### src/rtl/scc_pkg.sv
// ----------------------------------------
// shared constants and types of the
// wavetable sound generator: bus address
// views, channel registers, ram request
// ----------------------------------------
`default_nettype none

package scc_pkg;

	// channel count and wave geometry
	localparam int NUM_CHANNELS = 5;
	localparam int WAVE_LENGTH  = 32;
	// mixed sample width, 5 x 8-bit offset values
	localparam int MIX_WIDTH    = 11;
	// upper nibble of the register page
	localparam logic [3:0] REG_PAGE = 4'hA;

	// wave ram location, addresses 0x00..0x9f
	typedef struct packed {
		logic [2:0] channel;
		logic [4:0] index;
	} wave_addr_t;

	// register location, 0..9 freq, 10..14 volume, 15 enable mask
	typedef struct packed {
		logic [3:0] page;
		logic [3:0] field;
	} reg_addr_t;

	// same bus address seen two ways
	typedef union packed {
		wave_addr_t wave;
		reg_addr_t  regs;
	} bus_addr_u;

	typedef struct packed {
		logic [11:0] period;
		logic [3:0]  volume;
		logic        enable;
	} channel_regs_t;

	typedef struct packed {
		logic       we;
		wave_addr_t addr;
		logic [7:0] wdata;
	} ram_req_t;

	// 0 is the round boundary, 1..5 are channels a..e
	typedef logic [2:0] slot_t;

endpackage

`default_nettype wire

### src/rtl/scc_bus_decoder.sv
// ----------------------------------------
// cpu bus decoder: wave ram requests,
// channel registers, counter restarts
// and the read-valid pulse
// ----------------------------------------
`timescale 1ns/1ps
`default_nettype none

module scc_bus_decoder
	import scc_pkg::*;
(
	input  wire                                 clk,
	input  wire                                 nreset,
	input  wire                                 bus_wr,
	input  wire                                 bus_rd,
	input  wire bus_addr_u                      bus_addr,
	input  wire [7:0]                           bus_wdata,
	output ram_req_t                            cpu_req,
	output logic                                cpu_access,
	output channel_regs_t [NUM_CHANNELS-1:0]    regs,
	output logic [NUM_CHANNELS-1:0]             restart,
	output logic                                bus_rvalid,
	output logic                                rd_wave
);

	logic       is_wave;
	logic       is_reg;
	logic       reg_write;
	logic [2:0] freq_ch;
	logic [2:0] vol_ch;

	// ----------------------------------------
	// address decode
	// ----------------------------------------
	// wave ram occupies 0x00..0x9f
	assign is_wave   = (bus_addr < 8'hA0);
	assign is_reg    = (bus_addr.regs.page == REG_PAGE);
	assign reg_write = bus_wr && is_reg;

	// frequency fields come in pairs per channel
	assign freq_ch = bus_addr.regs.field[3:1];
	// volume fields 10..14 map to a..e
	assign vol_ch  = 3'(bus_addr.regs.field - 4'd10);

	// ram side sees the strobe in the same cycle
	assign cpu_access    = (bus_wr || bus_rd) && is_wave;
	assign cpu_req.we    = bus_wr;
	assign cpu_req.addr  = bus_addr.wave;
	assign cpu_req.wdata = bus_wdata;

	// ----------------------------------------
	// channel registers
	// ----------------------------------------
	always_ff @(posedge clk) begin
		if (!nreset) begin
			regs    <= '0;
			restart <= '0;
		end else begin
			restart <= '0;
			if (reg_write) begin
				if (bus_addr.regs.field < 4'd10) begin
					if (bus_addr.regs.field[0]) begin
						regs[freq_ch].period[11:8] <= bus_wdata[3:0];
						// restart lands a cycle later, with the new period in place
						restart[freq_ch] <= 1'b1;
					end else begin
						regs[freq_ch].period[7:0] <= bus_wdata;
					end
				end else if (bus_addr.regs.field < 4'd15) begin
					regs[vol_ch].volume <= bus_wdata[3:0];
				end else begin
					// enable mask, bit 0 is channel a
					for (int i = 0; i < NUM_CHANNELS; i++) begin
						regs[i].enable <= bus_wdata[i];
					end
				end
			end
		end
	end

	// ----------------------------------------
	// read response
	// ----------------------------------------
	// rvalid one cycle after rd, rd_wave gates ram data
	always_ff @(posedge clk) begin
		if (!nreset) begin
			bus_rvalid <= 1'b0;
			rd_wave    <= 1'b0;
		end else begin
			bus_rvalid <= bus_rd;
			rd_wave    <= bus_rd && is_wave;
		end
	end

	// one strobe at a time on the bus
	a_no_wr_rd_overlap: assert property (
		@(posedge clk) disable iff (!nreset) !(bus_wr && bus_rd)
	);

endmodule

`default_nettype wire

### src/rtl/scc_wave_ram.sv
// ----------------------------------------
// 160-byte wave memory, one port,
// registered read
// ----------------------------------------
`timescale 1ns/1ps
`default_nettype none

module scc_wave_ram
	import scc_pkg::*;
(
	input  wire           clk,
	input  wire ram_req_t ram_req,
	output logic [7:0]    rdata
);

	localparam int DEPTH = NUM_CHANNELS * WAVE_LENGTH;

	logic [7:0] mem [DEPTH];
	logic [7:0] ram_index;

	// channel * 32 + sample index
	assign ram_index = 8'(ram_req.addr.channel) * 8'(WAVE_LENGTH) + 8'(ram_req.addr.index);

	always_ff @(posedge clk) begin
		if (ram_req.we && (ram_index < 8'(DEPTH))) begin
			mem[ram_index] <= ram_req.wdata;
		end
		// data valid one cycle after the address
		rdata <= mem[ram_index];
	end

endmodule

`default_nettype wire

### src/rtl/scc_tone_generator_5ch.sv
// ----------------------------------------
// five period counters and wave indices,
// one channel touched per slot
// ----------------------------------------
`timescale 1ns/1ps
`default_nettype none

module scc_tone_generator_5ch
	import scc_pkg::*;
(
	input  wire                                 clk,
	input  wire                                 nreset,
	input  wire slot_t                          slot,
	input  wire                                 step,
	input  wire channel_regs_t [NUM_CHANNELS-1:0] regs,
	input  wire [NUM_CHANNELS-1:0]              restart,
	output logic [4:0]                          wave_index,
	output logic                                sample_fetch
);

	logic [11:0] count [NUM_CHANNELS];
	logic [4:0]  index [NUM_CHANNELS];
	logic        slot_valid;
	logic [2:0]  cur_ch;

	// slot 1..5 selects channel a..e
	assign slot_valid = (slot != '0) && (slot <= slot_t'(NUM_CHANNELS));
	assign cur_ch     = slot_valid ? 3'(slot - 3'd1) : 3'd0;

	// ----------------------------------------
	// current slot view, same cycle as ram address
	// ----------------------------------------
	assign wave_index = slot_valid ? index[cur_ch] : 5'd0;
	// fetch the current index, then advance it
	// a restart in the same cycle cancels the fetch
	assign sample_fetch = step && slot_valid && (count[cur_ch] == 12'd0)
		&& !restart[cur_ch];

	// ----------------------------------------
	// counters
	// ----------------------------------------
	always_ff @(posedge clk) begin
		if (!nreset) begin
			for (int i = 0; i < NUM_CHANNELS; i++) begin
				count[i] <= '0;
				index[i] <= '0;
			end
		end else begin
			for (int i = 0; i < NUM_CHANNELS; i++) begin
				if (restart[i]) begin
					// restart wins over a step
					count[i] <= regs[i].period;
					index[i] <= '0;
				end else if (step && slot_valid && (cur_ch == 3'(i))) begin
					if (count[i] == 12'd0) begin
						count[i] <= regs[i].period;
						// wraps at 32 by width
						index[i] <= index[i] + 5'd1;
					end else begin
						count[i] <= count[i] - 12'd1;
					end
				end
			end
		end
	end

	// decoder raises one restart per high-nibble write
	a_restart_onehot: assert property (
		@(posedge clk) disable iff (!nreset) $onehot0(restart)
	);

endmodule

`default_nettype wire

### src/rtl/scc_channel_mixer.sv
// ----------------------------------------
// slot sequencer, ram port arbitration,
// sample latches, volume scaling and
// round accumulator
// ----------------------------------------
`timescale 1ns/1ps
`default_nettype none

module scc_channel_mixer
	import scc_pkg::*;
(
	input  wire                                   clk,
	input  wire                                   nreset,
	input  wire ram_req_t                         cpu_req,
	input  wire                                   cpu_access,
	input  wire channel_regs_t [NUM_CHANNELS-1:0] regs,
	input  wire [4:0]                             wave_index,
	input  wire                                   sample_fetch,
	input  wire [7:0]                             ram_rdata,
	output slot_t                                 slot,
	output logic                                  step,
	output ram_req_t                              ram_req,
	output logic [MIX_WIDTH-1:0]                  mix_sample,
	output logic                                  mix_strobe
);

	logic                  advance;
	logic [2:0]            fetch_ch;
	logic                  fetch_d;
	slot_t                 slot_d;
	logic [7:0]            sample_latch [NUM_CHANNELS];
	logic signed [7:0]     cur_sample;
	logic signed [12:0]    product;
	logic signed [8:0]     scaled;
	logic signed [8:0]     gated;
	logic [8:0]            offset_val;
	logic [MIX_WIDTH-1:0]  acc;

	// ----------------------------------------
	// slot sequencer
	// ----------------------------------------
	// cpu wave access owns the port, hold one cycle
	assign advance  = !cpu_access;
	assign step     = advance && (slot != '0);
	assign fetch_ch = (slot == '0) ? 3'd0 : 3'(slot - 3'd1);

	always_ff @(posedge clk) begin
		if (!nreset) begin
			slot <= '0;
		end else if (advance) begin
			slot <= (slot == slot_t'(NUM_CHANNELS)) ? slot_t'(0) : slot_t'(slot + 3'd1);
		end
	end

	// ram port, cpu first
	always_comb begin
		if (cpu_access) begin
			ram_req = cpu_req;
		end else begin
			ram_req.we           = 1'b0;
			ram_req.addr.channel = fetch_ch;
			ram_req.addr.index   = wave_index;
			ram_req.wdata        = 8'd0;
		end
	end

	// ----------------------------------------
	// sample latches
	// ----------------------------------------
	// ram data arrives one cycle after the fetch slot
	always_ff @(posedge clk) begin
		if (!nreset) begin
			fetch_d <= 1'b0;
			slot_d  <= '0;
			for (int i = 0; i < NUM_CHANNELS; i++) begin
				sample_latch[i] <= '0;
			end
		end else begin
			fetch_d <= sample_fetch;
			slot_d  <= slot;
			if (fetch_d && (slot_d != '0)) begin
				sample_latch[3'(slot_d - 3'd1)] <= ram_rdata;
			end
		end
	end

	// ----------------------------------------
	// scaling
	// ----------------------------------------
	assign cur_sample = (slot != '0) ? $signed(sample_latch[fetch_ch]) : 8'sd0;
	// signed sample times unsigned 4-bit volume
	assign product    = cur_sample * $signed({1'b0, regs[fetch_ch].volume});
	assign scaled     = 9'(product >>> 4);
	assign gated      = regs[fetch_ch].enable ? scaled : 9'sd0;
	// offset binary, 8..247
	assign offset_val = gated + 9'sd128;

	// ----------------------------------------
	// round accumulator
	// ----------------------------------------
	always_ff @(posedge clk) begin
		if (!nreset) begin
			acc        <= '0;
			mix_sample <= '0;
			mix_strobe <= 1'b0;
		end else begin
			mix_strobe <= 1'b0;
			if (step) begin
				acc <= acc + MIX_WIDTH'(offset_val);
			end else if (advance) begin
				// slot 0, round complete
				mix_sample <= acc;
				mix_strobe <= 1'b1;
				acc        <= '0;
			end
		end
	end

	a_slot_range: assert property (
		@(posedge clk) disable iff (!nreset) slot <= slot_t'(NUM_CHANNELS)
	);

	// only a decoded cpu wave write may reach the ram
	a_we_from_cpu: assert property (
		@(posedge clk) disable iff (!nreset) ram_req.we |-> cpu_access
	);

endmodule

`default_nettype wire

### src/rtl/scc_delta_sigma_dac.sv
// ----------------------------------------
// output sample register and first-order
// 1-bit delta-sigma modulator
// ----------------------------------------
`timescale 1ns/1ps
`default_nettype none

module scc_delta_sigma_dac #(
	parameter int SAMPLE_WIDTH = 11
) (
	input  wire                    clk,
	input  wire                    nreset,
	input  wire [SAMPLE_WIDTH-1:0] mix_sample,
	input  wire                    mix_strobe,
	output logic [SAMPLE_WIDTH-1:0] sample_out,
	output logic                   sample_valid,
	output logic                   dac_out
);

	// error accumulator plus carry
	logic [SAMPLE_WIDTH:0] acc;

	// hold the last round's sum
	always_ff @(posedge clk) begin
		if (!nreset) begin
			sample_out   <= '0;
			sample_valid <= 1'b0;
		end else begin
			sample_valid <= mix_strobe;
			if (mix_strobe) begin
				sample_out <= mix_sample;
			end
		end
	end

	// carry out density tracks sample_out / 2^SAMPLE_WIDTH
	always_ff @(posedge clk) begin
		if (!nreset) begin
			acc <= '0;
		end else begin
			acc <= {1'b0, acc[SAMPLE_WIDTH-1:0]} + {1'b0, sample_out};
		end
	end

	assign dac_out = acc[SAMPLE_WIDTH];

endmodule

`default_nettype wire

### src/rtl/scc_core.sv
// ----------------------------------------
// wavetable sound generator top level
// ----------------------------------------
`timescale 1ns/1ps
`default_nettype none

module scc_core
	import scc_pkg::*;
(
	input  wire                  clk,
	input  wire                  nreset,
	input  wire                  bus_wr,
	input  wire                  bus_rd,
	input  wire [7:0]            bus_addr,
	input  wire [7:0]            bus_wdata,
	output logic [7:0]           bus_rdata,
	output logic                 bus_rvalid,
	output logic [MIX_WIDTH-1:0] sample_out,
	output logic                 sample_valid,
	output logic                 dac_out
);

	ram_req_t                          cpu_req;
	logic                              cpu_access;
	channel_regs_t [NUM_CHANNELS-1:0]  regs;
	logic [NUM_CHANNELS-1:0]           restart;
	logic                              rd_wave;
	slot_t                             slot;
	logic                              step;
	logic [4:0]                        wave_index;
	logic                              sample_fetch;
	ram_req_t                          ram_req;
	logic [7:0]                        ram_rdata;
	logic [MIX_WIDTH-1:0]              mix_sample;
	logic                              mix_strobe;

	// ----------------------------------------
	// input side
	// ----------------------------------------
	scc_bus_decoder u_bus_decoder (
		.clk        (clk),
		.nreset     (nreset),
		.bus_wr     (bus_wr),
		.bus_rd     (bus_rd),
		.bus_addr   (bus_addr),
		.bus_wdata  (bus_wdata),
		.cpu_req    (cpu_req),
		.cpu_access (cpu_access),
		.regs       (regs),
		.restart    (restart),
		.bus_rvalid (bus_rvalid),
		.rd_wave    (rd_wave)
	);

	// register reads return zero
	assign bus_rdata = rd_wave ? ram_rdata : 8'd0;

	scc_wave_ram u_wave_ram (
		.clk     (clk),
		.ram_req (ram_req),
		.rdata   (ram_rdata)
	);

	// ----------------------------------------
	// processing
	// ----------------------------------------
	scc_tone_generator_5ch u_tone_generator (
		.clk          (clk),
		.nreset       (nreset),
		.slot         (slot),
		.step         (step),
		.regs         (regs),
		.restart      (restart),
		.wave_index   (wave_index),
		.sample_fetch (sample_fetch)
	);

	scc_channel_mixer u_channel_mixer (
		.clk          (clk),
		.nreset       (nreset),
		.cpu_req      (cpu_req),
		.cpu_access   (cpu_access),
		.regs         (regs),
		.wave_index   (wave_index),
		.sample_fetch (sample_fetch),
		.ram_rdata    (ram_rdata),
		.slot         (slot),
		.step         (step),
		.ram_req      (ram_req),
		.mix_sample   (mix_sample),
		.mix_strobe   (mix_strobe)
	);

	// output side
	scc_delta_sigma_dac #(
		.SAMPLE_WIDTH (MIX_WIDTH)
	) u_delta_sigma_dac (
		.clk          (clk),
		.nreset       (nreset),
		.mix_sample   (mix_sample),
		.mix_strobe   (mix_strobe),
		.sample_out   (sample_out),
		.sample_valid (sample_valid),
		.dac_out      (dac_out)
	);

endmodule

`default_nettype wire

### config.mk
export PLATFORM = sky130hd
export DESIGN_NAME = scc_core
export DESIGN_NICKNAME = d
export VERILOG_FILES = /design/src/rtl/scc_pkg.sv /design/src/rtl/scc_bus_decoder.sv /design/src/rtl/scc_wave_ram.sv /design/src/rtl/scc_tone_generator_5ch.sv /design/src/rtl/scc_channel_mixer.sv /design/src/rtl/scc_delta_sigma_dac.sv /design/src/rtl/scc_core.sv
export SDC_FILE = /design/constraint.sdc
export NUM_CORES = 2
export LEC_CHECK = 0
export ABC_AREA = 1
export BUFFER_PORTS_ARGS = -buffer_cell sky130_fd_sc_hd__buf_2
export CORE_AREA = 2 2 436 330
export DETAILED_ROUTE_END_ITERATION = 10
export DIE_AREA = 0 0 438 332
export PLACE_DENSITY = 0.67
export SLEW_MARGIN = 20
export SYNTH_ARGS = -nofsm -noshare
export SYNTH_HDL_FRONTEND = slang
export SYNTH_SLANG_ARGS = --single-unit
### constraint.sdc
create_clock -name clk -period 6.13 [get_ports clk]
set_clock_uncertainty 0.15 [all_clocks]
set_input_delay 0.613 -clock clk [delete_from_list [all_inputs] [get_ports clk]]
set_output_delay 0.613 -clock clk [all_outputs]
set_load 0.01 [all_outputs]
==> flow_summary.yaml <==
clock_network:
  cts_made_buffers: 152
  cts-root-buf: "clkbuf_16"
  tritoncts: "built"
  clock-sinks: 1583
  cts_buffer_depth: 3
  htreeDepth: 4
  clkTransAtPathRegs_ns: 0.06
  clock_latency_ns: 0.80
pwr:
  ir_worst_vdd_uv: 280
  cellPowerDensity_nw_per_um2: 344
  finalPower_uw: 26800
  power.leakage_uw: 0.0319
yosys:
  syn-num-nets: 7296
  syn_inst: 7198
  synth.distinct_cells: 52
  synth-seq-cells: 1583
  ys_seq_area_share_pct: 65.6
  synthFlopType: "edfxtp_1"
  async_reset_ff_share_pct: 0
  yosysTopAreaCellShare_pct: 61.2
  synth_edf_count: 1429
  synth_area_leader_cell: "edfxtp_1"
  syn_avg_cell_area_um2: 9.74
  yosys_warnings: 0
  synthesis.area_um2: 70100
  yosys-top-cells-area: "edfxtp_1 61%, nand2_1 18%, dfxtp_1 4.4%, nor2_1 3.1%, nand3_1 2.4%"
worst_setup_path:
  rrSetupSlack_ns: 0.16
  cpPeakStageDelay_ns: 0.50
  worst_r2r_endpoint: "u_channel_mixer.acc[10]$_SDFFE_PN0P_"
  critical_path_class: "reg -> reg"
  r2r_start: "u_channel_mixer.slot[0]$_SDFFE_PN0N_"
  crit_path_start_kind: "flop"
  rr_worst_depth: 38
  cp.arrival_ns: 6.48
  startpoint: "u_channel_mixer.slot[0]$_SDFFE_PN0N_"
  crit_slowest_cell: "fa_1"
  critPathCaptureType: "flop"
  crit_path_frequent_cell: "nand2_1"
  required_ns: 6.64
  crit_path_max_fanout: 4
floorplanning:
  dieArea_um2: 145000
  rows: 120
  ioPinCount: 42
  start_util_pct: 49.5
  die-width_um: 438
  die_h_um: 332
  core_um2: 141000
timing:
  worstMarginPinSlew_ns: 1.14
  setup_viol: 0
  slew_headroom_pct: 23.8
  rsz0062_at_grt: "true"
  fin_crit_sh_pct: 97.3
  timing.hold.ws_ns: 0.0813
  max_freq_ghz: 0.168
  period_minus_slack_ns: 5.97
  drv_slew: 0
  report.final.hold_viol_count: 0
worst_hold_path:
  hold_class: "in -> reg"
  hp-start: "bus_addr[2]"
  whs_path_depth: 4
  holdPathEnd: "u_bus_decoder.restart[0]$_SDFF_PN0_"
outcome:
  status: "completed"
global_routing:
  grt_pass1_vias: 47200
  grt_max_degree: 161
  grt_pass1_wl_um: 288000
  grt-ovfl-total: 0
  grt_usage_pct: 25.9
  antenna_found_initial: 1
final_layout:
  n_antenna_cell: 0
  drive_above_1_share_pct: 6.90
  fill_cells: 12300
  synthToLayoutAreaGrowth_pct: 11.0
  fin_nets: 7325
routing:
  postRouteAntennaNets: 0
  vias_per_cell: 5.46
  remaining_drc_errors: 0
  num_vias: 50400
  wire_per_inst_um: 20.6
  dr.pass1.iters: 8
  wl_um: 191000
  drtIter0Drc: 6222
place:
  gp_congestion: 0.905
  dp_hpwl_um: 112000
  port_buffers: 41
job:
  max-cap-violations: 0
worst max-delay path, delay by kind of cell, from the launching register on:
family,cells,cell delay (ns)
XOR/XNOR,1,0.13
AO/OA/AOI/OAI,9,1.10
flip-flops,1,0.36
buffers and inverters,10,0.94
AND/OR/NAND/NOR,12,1.14
adder cells (fa/ha/maj),6,2.01
cell type report:
class	instances	area (um^2)	share of cell area [%]
repair buffers	213	1820	2.34
clock buffers	193	4090	5.26
well taps	1891	2370	3.04
inverters	374	1420	1.83
flip-flops and latches	1583	46000	59.1
clock inverters	79	733	0.942
multi-input cells	4903	21400	27.5
kinds of logic after synthesis:
logic type,count (synthesis),share of synthesized area [%]
fa+ha+maj,78,1.59
flops,1583,65.6
buf+inv,712,4.36
compound gates,455,3.71
xor+xnor,53,0.662
simple gates,4315,24.0
mux,2,0.0321
synthesized netlist by cell type, types with 2 or more instances:
cell type	n
nor4_1	7
nor3_1	34
nor2_1	578
xnor2_1	23
buf_2	218
clkbuf_1	90
mux2_2	2
a21boi_0	3
a21oi_1	158
edfxtp_1	1429
a31oi_1	11
inv_1	363
buf_1	12
fa_1	18
a211oi_1	21
o21bai_1	6
inv_2	10
a32o_1	8
o21ai_0	165
xor2_1	30
ha_1	60
nand4_1	25
buf_6	12
buf_4	6
nand2_2	6
a22o_1	6
nor2_2	5
o21a_1	6
o211ai_1	30
o22ai_1	14
nand3_1	336
or2_2	4
o21ai_2	4
o311ai_0	2
o31ai_1	3
o21ai_1	10
nand2_1	3308
nand3b_1	5
a221oi_1	2
nor3b_1	2
dfxtp_1	154
nor2_4	2
report_power, final:
group | internal, uW | leakage [uW] | switching [uW]
sequential | 11900 | 0.0144 | 129
clock | 5230 | 0.00236 | 4060
combinational | 1440 | 0.0151 | 3970
repair_timing:
item | in CTS | in global routing
endpoints found under the hold margin | 4 | 0
setup endpoints to repair | 0 | 5
buffers inserted | 0 | 15
gates resized for setup | 0 | 59
hold buffers | 5 | 0
sequential cells by signal (all words and copies together), names as in the netlist:
name and flops:
u_bus_decoder.rd_wave 1, u_channel_mixer.acc 11, u_bus_decoder.restart 5, u_channel_mixer.slot_d 3
u_channel_mixer.slot 3, u_bus_decoder.bus_rvalid 1, u_channel_mixer.sample_latch 64, u_tone_generator.count 60
u_delta_sigma_dac.sample_out 11, u_wave_ram.rdata 8, u_wave_ram.mem 1280, u_channel_mixer.fetch_d 1
u_delta_sigma_dac.acc 12, u_delta_sigma_dac.sample_valid 1, u_channel_mixer.mix_strobe 1, u_bus_decoder.regs 85
u_channel_mixer.mix_sample 11, u_tone_generator.index 25
cells in the final DEF (no fill, tap or decap), types with 17 or more instances in the layout:
cell and n:
ha_1 53, buf_2 40, nand3_1 336, xnor2_1 22, nor3_1 32, clkbuf_16 158, o21ai_0 159, buf_12 21
dfxtp_1 151, fa_1 17, clkinv_2 21, inv_1 355, clkbuf_1 32, nand2_1 3303, xor2_1 30, nor2_1 565
clkinv_1 33, nand4_1 25, o211ai_1 30, buf_4 141, a21oi_1 152, edfxtp_1 1429, a211oi_1 18
through the flow:
stage,setup WS [ns],utilization [%],setup TNS (ns),area [um^2],std cells
6_report,0.165,55.0,0,77800,9236
5_1_grt,-0.218,55.0,-0.428,77800,9236
4_1_cts,0.0518,54.7,0,77400,9219
3_5_place_dp,0.0766,51.3,0,72500,8942
3_3_place_gp,0.112,51.3,0,72500,8942
2_1_floorplan,-0.298,-,-380.92,70100,7198
worst max-delay path by stage:
stage / end / depth (start not counted)
after floorplan: u_wave_ram.mem[0][0]$_DFFE_PP_ / 8
after global placement: u_channel_mixer.acc[10]$_SDFFE_PN0P_ / 43
after detailed placement: u_channel_mixer.acc[10]$_SDFFE_PN0P_ / 43
after CTS: u_channel_mixer.acc[9]$_SDFFE_PN0P_ / 35
after global routing: u_channel_mixer.acc[10]$_SDFFE_PN0P_ / 40
final: u_channel_mixer.acc[10]$_SDFFE_PN0P_ / 38
per-layer routing:
metal	global-route usage [%]	share of wire, %	vias to the layer above
met4	8.41	3.0	2
met2	38.5	44	2332
li1	-	-	23700
met5	0	0.0063	-
met3	5.14	9.7	335
met1	38.1	44	24000
Power figures use the tool's default switching activity.
